**config.mk**
```make
export PLATFORM = sky130hd
export DESIGN_NAME = dcache_top
export DESIGN_NICKNAME = d
export VERILOG_FILES = /design/src/dcache_pkg.sv /design/src/dc_ctrl.sv /design/src/dc_data_store.sv /design/src/dc_tag_store.sv /design/src/dcache_top.sv
export SDC_FILE = /design/constraint.sdc
export NUM_CORES = 2
export LEC_CHECK = 0
export BUFFER_PORTS_ARGS = -buffer_cell sky130_fd_sc_hd__buf_2
export CAP_MARGIN = 15
export CORE_ASPECT_RATIO = 1.2
export CORE_MARGIN = 2
export CORE_UTILIZATION = 40
export DETAILED_ROUTE_END_ITERATION = 8
export GPL_ROUTABILITY_DRIVEN = 1
export PLACE_DENSITY = 0.61
export SLEW_MARGIN = 20
export SYNTH_ARGS = -nofsm -noshare
export SYNTH_HDL_FRONTEND = slang
export SYNTH_SLANG_ARGS = --single-unit
```
**constraint.sdc**
```tcl
create_clock -name clk -period 5 [get_ports clk]
set_clock_uncertainty 0.2 [all_clocks]
set_input_delay 1 -clock clk [delete_from_list [all_inputs] [get_ports clk]]
set_output_delay 1 -clock clk [all_outputs]
set_load 0.05 [all_outputs]
```
**src/dcache_pkg.sv**
```systemverilog
// Geometry is fixed at 2 ways, 16 sets and 4 words per line with 20-bit word addresses; no byte enables
`default_nettype none

package dcache_pkg;

  // ========================================
  // Widths and geometry
  // ========================================
  localparam int WORD_W   = 16;
  localparam int ADDR_W   = 20;
  localparam int TAG_W    = 14;
  localparam int INDEX_W  = 4;
  localparam int OFFSET_W = 2;
  localparam int ENTRY_W  = 16;

  localparam int NUM_SETS   = 16;
  localparam int LINE_WORDS = 4;

  // Tag entry layout: valid on top, dirty below it, tag in the low bits
  localparam int ENTRY_VALID_BIT = 15;
  localparam int ENTRY_DIRTY_BIT = 14;

  typedef logic [WORD_W-1:0]   word_t;
  typedef logic [ADDR_W-1:0]   addr_t;
  typedef logic [TAG_W-1:0]    tag_t;
  typedef logic [INDEX_W-1:0]  index_t;
  typedef logic [OFFSET_W-1:0] offset_t;
  typedef logic [ENTRY_W-1:0]  tag_entry_t;

  // Controller FSM states
  typedef enum logic [2:0] {
    ST_IDLE,
    ST_LOOKUP,
    ST_WRITEBACK,
    ST_REFILL,
    ST_RESPOND
  } ctrl_state_t;

  // ========================================
  // Address and entry helpers
  // ========================================
  function automatic tag_t addr_tag(addr_t a);
    return a[ADDR_W-1:INDEX_W+OFFSET_W];
  endfunction

  function automatic index_t addr_index(addr_t a);
    return a[INDEX_W+OFFSET_W-1:OFFSET_W];
  endfunction

  function automatic offset_t addr_offset(addr_t a);
    return a[OFFSET_W-1:0];
  endfunction

  function automatic addr_t make_addr(tag_t t, index_t i, offset_t o);
    return {t, i, o};
  endfunction

  function automatic logic entry_valid(tag_entry_t e);
    return e[ENTRY_VALID_BIT];
  endfunction

  function automatic logic entry_dirty(tag_entry_t e);
    return e[ENTRY_DIRTY_BIT];
  endfunction

  function automatic tag_t entry_tag(tag_entry_t e);
    return e[TAG_W-1:0];
  endfunction

  function automatic tag_entry_t make_entry(logic v, logic d, tag_t t);
    tag_entry_t e;
    e = '0;
    e[ENTRY_VALID_BIT] = v;
    e[ENTRY_DIRTY_BIT] = d;
    e[TAG_W-1:0] = t;
    return e;
  endfunction

endpackage

`default_nettype wire

```
**src/dc_ctrl.sv**
```systemverilog
// One request in flight; hits respond two edges after acceptance, misses fill four words one at a time
`default_nettype none

module dc_ctrl (
  input  wire                         clk,
  input  wire                         rst,
  // Processor side
  input  wire                         req_valid,
  output logic                        req_ready,
  input  wire                         req_we,
  input  wire dcache_pkg::addr_t      req_addr,
  input  wire dcache_pkg::word_t      req_wdata,
  output logic                        resp_valid,
  input  wire                         resp_ready,
  output dcache_pkg::word_t           resp_rdata,
  // Memory side
  output logic                        mem_req_valid,
  input  wire                         mem_req_ready,
  output logic                        mem_req_we,
  output dcache_pkg::addr_t           mem_req_addr,
  output dcache_pkg::word_t           mem_req_wdata,
  input  wire                         mem_resp_valid,
  input  wire dcache_pkg::word_t      mem_resp_rdata,
  // Tag store
  output dcache_pkg::index_t          tag_index,
  output logic                        tag_wr,
  output dcache_pkg::tag_entry_t      tag_new_way1,
  output dcache_pkg::tag_entry_t      tag_new_way0,
  input  wire dcache_pkg::tag_entry_t tag_entry_way1,
  input  wire dcache_pkg::tag_entry_t tag_entry_way0,
  // Data store
  output dcache_pkg::index_t          data_index,
  output dcache_pkg::offset_t         data_offset,
  output logic                        data_wr,
  output logic                        data_way,
  output dcache_pkg::word_t           data_wdata,
  input  wire dcache_pkg::word_t      data_way1,
  input  wire dcache_pkg::word_t      data_way0
);

  import dcache_pkg::*;

  // ========================================
  // State and latched request
  // ========================================
  ctrl_state_t state;
  logic        cmp_done;
  offset_t     beat;
  logic        rd_pending;
  logic [NUM_SETS-1:0] lru;

  addr_t req_addr_q;
  logic  req_we_q;
  word_t req_wdata_q;
  word_t resp_rdata_q;

  // Compare results held for the second lookup cycle
  logic  hit_q;
  logic  hit_way_q;
  logic  victim_way_q;
  logic  victim_dirty_q;
  tag_t  victim_tag_q;

  tag_t       req_tag;
  index_t     req_index;
  offset_t    req_offset;
  logic       hit_way1;
  logic       hit_way0;
  logic       victim_way;
  tag_entry_t victim_entry;
  logic       last_beat;
  word_t      fill_word;

  assign req_tag    = addr_tag(req_addr_q);
  assign req_index  = addr_index(req_addr_q);
  assign req_offset = addr_offset(req_addr_q);

  // Tag compare, valid entries only
  assign hit_way1 = entry_valid(tag_entry_way1) && (entry_tag(tag_entry_way1) == req_tag);
  assign hit_way0 = entry_valid(tag_entry_way0) && (entry_tag(tag_entry_way0) == req_tag);

  // Invalid way first, else the one the LRU bit names
  always_comb begin
    if (!entry_valid(tag_entry_way0)) begin
      victim_way = 1'b0;
    end else if (!entry_valid(tag_entry_way1)) begin
      victim_way = 1'b1;
    end else begin
      victim_way = lru[req_index];
    end
  end

  assign victim_entry = victim_way ? tag_entry_way1 : tag_entry_way0;
  assign last_beat    = (beat == offset_t'(LINE_WORDS - 1));

  // Write miss merges the store data into the fill
  assign fill_word = (req_we_q && beat == req_offset) ? req_wdata_q : mem_resp_rdata;

  // ========================================
  // FSM
  // ========================================
  always_ff @(posedge clk) begin
    if (rst) begin
      state      <= ST_IDLE;
      cmp_done   <= 1'b0;
      beat       <= '0;
      rd_pending <= 1'b0;
      lru        <= '0;
    end else begin
      case (state)
        ST_IDLE: begin
          if (req_valid) begin
            state    <= ST_LOOKUP;
            cmp_done <= 1'b0;
          end
        end
        ST_LOOKUP: begin
          // First cycle compares, second acts on the result
          if (!cmp_done) begin
            cmp_done <= 1'b1;
          end else begin
            cmp_done <= 1'b0;
            beat     <= '0;
            if (hit_q) begin
              lru[req_index] <= !hit_way_q;
              state          <= ST_RESPOND;
            end else if (victim_dirty_q) begin
              state <= ST_WRITEBACK;
            end else begin
              state <= ST_REFILL;
            end
          end
        end
        ST_WRITEBACK: begin
          if (mem_req_ready) begin
            beat <= beat + 1'b1;
            if (last_beat) begin
              state <= ST_REFILL;
            end
          end
        end
        ST_REFILL: begin
          // Issue one read, wait for its word, then the next
          if (!rd_pending) begin
            if (mem_req_ready) begin
              rd_pending <= 1'b1;
            end
          end else if (mem_resp_valid) begin
            rd_pending <= 1'b0;
            beat       <= beat + 1'b1;
            if (last_beat) begin
              lru[req_index] <= !victim_way_q;
              state          <= ST_RESPOND;
            end
          end
        end
        ST_RESPOND: begin
          if (resp_ready) begin
            state <= ST_IDLE;
          end
        end
        default: state <= ST_IDLE;
      endcase
    end
  end

  // Payload registers
  always_ff @(posedge clk) begin
    if (state == ST_IDLE && req_valid) begin
      req_addr_q  <= req_addr;
      req_we_q    <= req_we;
      req_wdata_q <= req_wdata;
    end
    if (state == ST_LOOKUP && !cmp_done) begin
      hit_q          <= hit_way1 || hit_way0;
      hit_way_q      <= hit_way1;
      victim_way_q   <= victim_way;
      victim_dirty_q <= entry_valid(victim_entry) && entry_dirty(victim_entry);
      victim_tag_q   <= entry_tag(victim_entry);
    end
    if (state == ST_LOOKUP && cmp_done && hit_q) begin
      resp_rdata_q <= req_we_q ? req_wdata_q : (hit_way_q ? data_way1 : data_way0);
    end
    // Requested word captured as it arrives
    if (state == ST_REFILL && rd_pending && mem_resp_valid && beat == req_offset) begin
      resp_rdata_q <= fill_word;
    end
  end

  // ========================================
  // Outputs
  // ========================================
  always_comb begin
    req_ready     = (state == ST_IDLE);
    resp_valid    = (state == ST_RESPOND);
    resp_rdata    = resp_rdata_q;
    mem_req_valid = 1'b0;
    mem_req_we    = 1'b0;
    mem_req_addr  = make_addr(req_tag, req_index, beat);
    mem_req_wdata = victim_way_q ? data_way1 : data_way0;
    tag_index     = req_index;
    tag_wr        = 1'b0;
    tag_new_way1  = tag_entry_way1;
    tag_new_way0  = tag_entry_way0;
    data_index    = req_index;
    data_offset   = req_offset;
    data_wr       = 1'b0;
    data_way      = hit_way_q;
    data_wdata    = req_wdata_q;
    case (state)
      ST_LOOKUP: begin
        // Write hit stores the word and marks the line dirty
        if (cmp_done && hit_q && req_we_q) begin
          data_wr = 1'b1;
          tag_wr  = 1'b1;
          if (hit_way_q) begin
            tag_new_way1 = make_entry(1'b1, 1'b1, req_tag);
          end else begin
            tag_new_way0 = make_entry(1'b1, 1'b1, req_tag);
          end
        end
      end
      ST_WRITEBACK: begin
        mem_req_valid = 1'b1;
        mem_req_we    = 1'b1;
        mem_req_addr  = make_addr(victim_tag_q, req_index, beat);
        data_offset   = beat;
      end
      ST_REFILL: begin
        mem_req_valid = !rd_pending;
        data_offset   = beat;
        data_way      = victim_way_q;
        if (rd_pending && mem_resp_valid) begin
          data_wr    = 1'b1;
          data_wdata = fill_word;
          // New tag goes in with the last word, dirty only for a write
          if (last_beat) begin
            tag_wr = 1'b1;
            if (victim_way_q) begin
              tag_new_way1 = make_entry(1'b1, req_we_q, req_tag);
            end else begin
              tag_new_way0 = make_entry(1'b1, req_we_q, req_tag);
            end
          end
        end
      end
      default: begin
      end
    endcase
  end

  // ========================================
  // Checks
  // ========================================
  a_resp_hold: assert property (
    @(posedge clk) disable iff (rst)
    resp_valid && !resp_ready |=> resp_valid && $stable(resp_rdata)
  );

  a_mem_hold: assert property (
    @(posedge clk) disable iff (rst)
    mem_req_valid && !mem_req_ready |=>
      mem_req_valid && $stable(mem_req_we) && $stable(mem_req_addr) &&
      (!mem_req_we || $stable(mem_req_wdata))
  );

  // Tag store and fill logic together must never install a duplicate
  a_single_hit: assert property (
    @(posedge clk) disable iff (rst)
    state == ST_LOOKUP |-> !(hit_way1 && hit_way0)
  );

endmodule

`default_nettype wire

```
**src/dc_data_store.sv**
```systemverilog
// Contents are undefined after reset; one word of one way is written per clock
`default_nettype none

module dc_data_store (
  input  wire                      clk,
  input  wire dcache_pkg::index_t  index,
  input  wire dcache_pkg::offset_t offset,
  input  wire                      wr,
  input  wire                      wr_way,
  input  wire dcache_pkg::word_t   wdata,
  output dcache_pkg::word_t        rdata_way1,
  output dcache_pkg::word_t        rdata_way0
);

  import dcache_pkg::*;

  localparam int DEPTH = NUM_SETS * LINE_WORDS;

  // ========================================
  // Word arrays, set and offset flattened
  // ========================================
  word_t way1_mem [DEPTH];
  word_t way0_mem [DEPTH];

  logic [INDEX_W+OFFSET_W-1:0] word_sel;

  // Line words sit next to each other
  assign word_sel = {index, offset};

  // Only the selected way takes the word
  always_ff @(posedge clk) begin
    if (wr && wr_way) begin
      way1_mem[word_sel] <= wdata;
    end
    if (wr && !wr_way) begin
      way0_mem[word_sel] <= wdata;
    end
  end

  // Same word of both ways, controller picks
  assign rdata_way1 = way1_mem[word_sel];
  assign rdata_way0 = way0_mem[word_sel];

  // ========================================
  // Checks
  // ========================================
  // Offset comes from the beat counter during fills
  a_offset_known: assert property (
    @(posedge clk)
    wr |-> !$isunknown(offset)
  );

endmodule

`default_nettype wire

```
**src/dc_tag_store.sv**
```systemverilog
// Read is combinational on index; both ways of a set are written together and rst clears every entry
`default_nettype none

module dc_tag_store (
  input  wire                         clk,
  input  wire                         rst,
  input  wire dcache_pkg::index_t     index,
  input  wire                         wr,
  input  wire dcache_pkg::tag_entry_t entry_in_way1,
  input  wire dcache_pkg::tag_entry_t entry_in_way0,
  output dcache_pkg::tag_entry_t      entry_out_way1,
  output dcache_pkg::tag_entry_t      entry_out_way0
);

  import dcache_pkg::*;

  // ========================================
  // Entry arrays, one per way
  // ========================================
  tag_entry_t way1_q [NUM_SETS];
  tag_entry_t way0_q [NUM_SETS];

  // Clear valid and dirty on reset, else write the whole set
  always_ff @(posedge clk) begin
    if (rst) begin
      for (int i = 0; i < NUM_SETS; i++) begin
        way1_q[i] <= '0;
        way0_q[i] <= '0;
      end
    end else if (wr) begin
      way1_q[index] <= entry_in_way1;
      way0_q[index] <= entry_in_way0;
    end
  end

  // Both ways visible in the same cycle for the tag compare
  assign entry_out_way1 = way1_q[index];
  assign entry_out_way0 = way0_q[index];

  // ========================================
  // Checks
  // ========================================
  // A write with an unknown set would corrupt an arbitrary entry
  a_index_known: assert property (
    @(posedge clk) disable iff (rst)
    wr |-> !$isunknown(index)
  );

endmodule

`default_nettype wire

```
**src/dcache_top.sv**
```systemverilog
// Memory side must return read data exactly one cycle after each read transfer
`default_nettype none

module dcache_top (
  input  wire                    clk,
  input  wire                    rst,
  // Processor request and response
  input  wire                    req_valid,
  output wire                    req_ready,
  input  wire                    req_we,
  input  wire dcache_pkg::addr_t req_addr,
  input  wire dcache_pkg::word_t req_wdata,
  output wire                    resp_valid,
  input  wire                    resp_ready,
  output dcache_pkg::word_t      resp_rdata,
  // Memory, one word per transfer
  output wire                    mem_req_valid,
  input  wire                    mem_req_ready,
  output wire                    mem_req_we,
  output dcache_pkg::addr_t      mem_req_addr,
  output dcache_pkg::word_t      mem_req_wdata,
  input  wire                    mem_resp_valid,
  input  wire dcache_pkg::word_t mem_resp_rdata
);

  import dcache_pkg::*;

  // ========================================
  // Store connections
  // ========================================
  index_t     tag_index;
  logic       tag_wr;
  tag_entry_t tag_new_way1;
  tag_entry_t tag_new_way0;
  tag_entry_t tag_entry_way1;
  tag_entry_t tag_entry_way0;

  index_t     data_index;
  offset_t    data_offset;
  logic       data_wr;
  logic       data_way;
  word_t      data_wdata;
  word_t      data_way1;
  word_t      data_way0;

  // Controller
  dc_ctrl u_ctrl (
    .clk            (clk),
    .rst            (rst),
    .req_valid      (req_valid),
    .req_ready      (req_ready),
    .req_we         (req_we),
    .req_addr       (req_addr),
    .req_wdata      (req_wdata),
    .resp_valid     (resp_valid),
    .resp_ready     (resp_ready),
    .resp_rdata     (resp_rdata),
    .mem_req_valid  (mem_req_valid),
    .mem_req_ready  (mem_req_ready),
    .mem_req_we     (mem_req_we),
    .mem_req_addr   (mem_req_addr),
    .mem_req_wdata  (mem_req_wdata),
    .mem_resp_valid (mem_resp_valid),
    .mem_resp_rdata (mem_resp_rdata),
    .tag_index      (tag_index),
    .tag_wr         (tag_wr),
    .tag_new_way1   (tag_new_way1),
    .tag_new_way0   (tag_new_way0),
    .tag_entry_way1 (tag_entry_way1),
    .tag_entry_way0 (tag_entry_way0),
    .data_index     (data_index),
    .data_offset    (data_offset),
    .data_wr        (data_wr),
    .data_way       (data_way),
    .data_wdata     (data_wdata),
    .data_way1      (data_way1),
    .data_way0      (data_way0)
  );

  // Valid, dirty and tag per way
  dc_tag_store u_tag_store (
    .clk            (clk),
    .rst            (rst),
    .index          (tag_index),
    .wr             (tag_wr),
    .entry_in_way1  (tag_new_way1),
    .entry_in_way0  (tag_new_way0),
    .entry_out_way1 (tag_entry_way1),
    .entry_out_way0 (tag_entry_way0)
  );

  // Line words, no reset
  dc_data_store u_data_store (
    .clk        (clk),
    .index      (data_index),
    .offset     (data_offset),
    .wr         (data_wr),
    .wr_way     (data_way),
    .wdata      (data_wdata),
    .rdata_way1 (data_way1),
    .rdata_way0 (data_way0)
  );

endmodule

`default_nettype wire

```
==> qor.yml <==
antenna_left: 0
worstPathArrival_ns: 4.51
core_mm2: 0.259
yosys.area_share.simple_pct: 5.72
grt_pass1_wl_mm: 505
ys_seq_elements: 2658
fin_crit_sh_pct: 114
yosys_warnings: 0
rr_endpoint: "u_tag_store.way0_q[10][8]"
synth_top_family_by_area: "compound AO/OA/AOI/OAI gates"
start_util_pct: 40.1
h-tree-depth: 5
netlist_area_mm2: 0.104
grt_most_used_layer: "met2"
drive_gt1_share_pct: 25.8
drv_slew: 0
synth_mux_area_share_pct: 6.31
drtPass1Iterations: 9
setup_violations: 16
power_leakage_uw: 0.0428
clk_path_buf_depth: 4
ios: 115
min_period_ns: 5.71
p_total_uw: 57700
use_met3_pct: 5.33
layout_setup_ws_ns: -0.705
fin_nets: 7259
clock-sinks: 2658
min_path_cells: 1
p_per_area_mw_per_mm2: 454
syn_nets: 6376
synth.distinct_cells: 84
worst_slew_pin_slew_ns: 1.27
r2r_cells: 13
path_cells: "buf_12 > clkinvlp_4 > buf_6 > a31oi_4 > buf_12 > nor2_4 > buf_12 > buf_16 > a222oi_1 > nand4_1 > a211o_1 > nor4_2 > buf_4 > mux2i_1 > buf_4 > buf_8"
r2r_start: "u_ctrl.state[2]"
place_hpwl_mm: 223
wirelength_mm: 366
drtIter0Drc: 10600
finalInstanceArea_mm2: 0.127
maxSlewHeadroom_pct: 15.0
drc_errors: 0
synth-xor-area-share_pct: 0.252
rsz0062_at_grt: "yes"
met1_usage_pct: 33.0
cp_data_required_time_ns: 3.80
crit_buf_inv: 9
end_kind: "output pin"
min_path_type: "primary input to register"
synth_compound_area_share_pct: 9.20
syn_avg_cell_area_um2: 16.5
syn_inst: 6316
seq_area_frac_synth_pct: 76.4
min_to: "u_ctrl.req_addr_q[13]"
clock.fmax_mhz: 175
max_stage_delay_ns: 0.42
placed_area_mm2: 0.114
insertion_delay_ns: 0.95
clk_pin_slew_ns: 0.06
yosys_most_used_dff: "edfxtp_1"
instances_no_fill: 10800
grt_pass1_vias: 65700
num_vias: 67400
viasPerCell: 6.22
cp_slowest_cell: "a211o_1"
die_h_um: 563
cap_viol_max_count: 0
reg2reg_slack_ns: 0.71
synthArstFlopShare_pct: 0
antenna_found_initial: 25
rows: 205
die_w_um: 470
crit_family: "buffers and inverters"
cp-start-kind: "register"
port_buffers: 114
synth_enable_flop_cells: 2631
place_inst: 10100
critPathMaxFanout: 16
area_growth_pct: 22.1
synthAdderAreaFrac_pct: 0.0120
hold_viol_final: 0
critPathMostFrequentCell: "buf_12"
tritoncts: "done"
dieArea_mm2: 0.264
grtUsageMet2_pct: 42.9
violations: "negative setup slack"
grt_use_total_pct: 26.9
outcome: "finished, violations left"
numCtsBuffers: 290
peakVddDrop_mv: 0.405
grt.overflow.total: 0
globalplace.congestion: 0.949
holdCritStartpoint: "req_addr[13]"
wl_per_cell_um: 33.8
grt_max_degree: 129
critical_path_class: "register to output pin"
ctsRootBufferMaster: "clkbuf_16"
-- worst register-to-register path, stage by stage (launching register included) --
cell      delay [ns]
dfxtp_2         0.34
buf_6           0.12
buf_4           0.13
buf_4           0.19
nor2b_1         0.13
buf_4           0.22
nand2_1         0.22
nor2_1          0.24
nand2_1         0.16
a211o_1         0.36
nor2_1          0.42
nand2_1         0.16
nand2b_2        0.64
buf_4           0.43
-- metal layers --
layer,vias up,routed length (um)
met4,12,28500
met3,1095,40100
li1,27100,-
met5,-,80
met2,4797,172000
met1,34400,126000
-- report_power, final --
| group | total (uW) | internal [uW] | leakage [uW] | switching [uW] |
|---|---|---|---|---|
| clock network | 20700 | 12200 | 0.00437 | 8550 |
| logic | 11700 | 4340 | 0.0139 | 7340 |
| registers | 25300 | 25100 | 0.0246 | 226 |
| total | 57700 | 41600 | 0.0428 | 16100 |
-- flip-flops by register name (all words and copies together) (netlist names), 14 cells and up, named ones only --
name and flops:
u_data_store.way0_mem 1024, u_data_store.way1_mem 1024, u_tag_store.way0_q 256, u_tag_store.way1_q 256
u_ctrl.req_addr_q 20, u_ctrl.lru 16, u_ctrl.req_wdata_q 16, u_ctrl.resp_rdata 16
u_ctrl.victim_tag_q 14
-- layout make-up --
| type | instances | area [um^2] |
|---|---|---|
| flip-flops and latches | 2658 | 79600 |
| fillers | 21300 | 132000 |
| clock inverters | 126 | 1280 |
| inverters | 30 | 124 |
| well taps | 3415 | 4270 |
| multi-input cells | 3166 | 23900 |
| repair buffers | 1053 | 10200 |
| diodes | 11 | 27.5 |
| clock buffers | 364 | 7670 |
-- what timing repair did --
| action | in CTS | in global routing |
|---|---|---|
| setup buffers | 122 | 56 |
| endpoints found under the hold margin | 7 | 0 |
| hold buffers | 7 | 0 |
| pin swaps | 98 | 91 |
| resized for setup | 257 | 141 |
| setup endpoints to repair | 16 | 16 |
| gates cloned | 14 | 7 |
-- worst max path at each step --
stage | start | slack, ns | end | depth (start not counted)
after floorplan | u_ctrl.beat[0] | 0.35 | mem_req_wdata[14] | 11
after global placement | u_ctrl.state[1] | -1.31 | mem_req_wdata[15] | 14
after detailed placement | u_ctrl.state[1] | -0.73 | mem_req_wdata[15] | 14
after CTS | u_ctrl.req_addr_q[1] | -0.64 | mem_req_wdata[7] | 15
after global routing | u_ctrl.state[2] | -0.73 | mem_req_wdata[0] | 15
final | u_ctrl.req_addr_q[1] | -0.71 | mem_req_wdata[7] | 16
-- metrics by stage --
step           TNS (ns)  hold slack (ns)  setup slack [ns]  utilization [%]
4_1_cts           -8.87         0.000847            -0.640             48.5
3_5_place_dp      -2.19            0.312            -0.730             44.0
2_1_floorplan         0            0.292             0.349                -
6_report          -9.31           0.0403            -0.705             49.0
3_3_place_gp      -3.24            0.302             -1.31             44.0
5_1_grt           -9.83           0.0251            -0.729             49.0
-- logic make-up (layout without fill, tap and decap cells) --
logic type      after synthesis  count (layout)
fa+ha+maj                     1               1
simple gates               1393            1394
compound gates             1284            1285
buf+inv                     494            1573
flops                      2658            2658
other cells                   0              11
xor+xnor                     30              30
mux                         456             456
-- synth_stat cells (all sizes together), types with 19 or more instances --
library cell  count  area, um^2
clkbuf          222         833
a21oi           196         981
and3             62         388
dfxtp            27         541
nor2            782        2950
a22o            109         955
a222oi          124        1240
a221oi          132        1170
nor3             30         155
nand3            94         470
nand2b           27         169
a221o            32         320
mux4            149        3360
buf             242        1250
o21ai           102         510
edfxtp         2631       79000
mux2             98        1110
nand2           315        1180
inv              30         113
a211oi           46         345
nor4             21         175
a22oi           222        1670
a31oi            98         628
o22ai            79         494
o32ai            19         166
mux2i           209        2100
-- cells in the final DEF (no fill, tap or decap), types with 19 or more instances in the layout --
master,count
a211oi_1,39
a21oi_1,189
a221o_1,30
a221oi_1,103
a221oi_2,20
a222oi_1,124
a22o_1,108
a22oi_1,218
a31oi_1,73
a31oi_2,22
and3_1,57
buf_12,127
buf_2,98
buf_4,712
buf_6,59
buf_8,25
bufinv_16,26
clkbuf_1,64
clkbuf_16,300
clkinv_1,46
clkinv_2,40
dfxtp_1,19
edfxtp_1,2631
inv_1,28
mux2_2,71
mux2_4,25
mux2i_1,202
mux4_2,149
nand2_1,313
nand3_1,92
nor2_1,758
nor3_1,19
o21ai_0,89
o22ai_1,68
(Power assumes the default switching activity.)
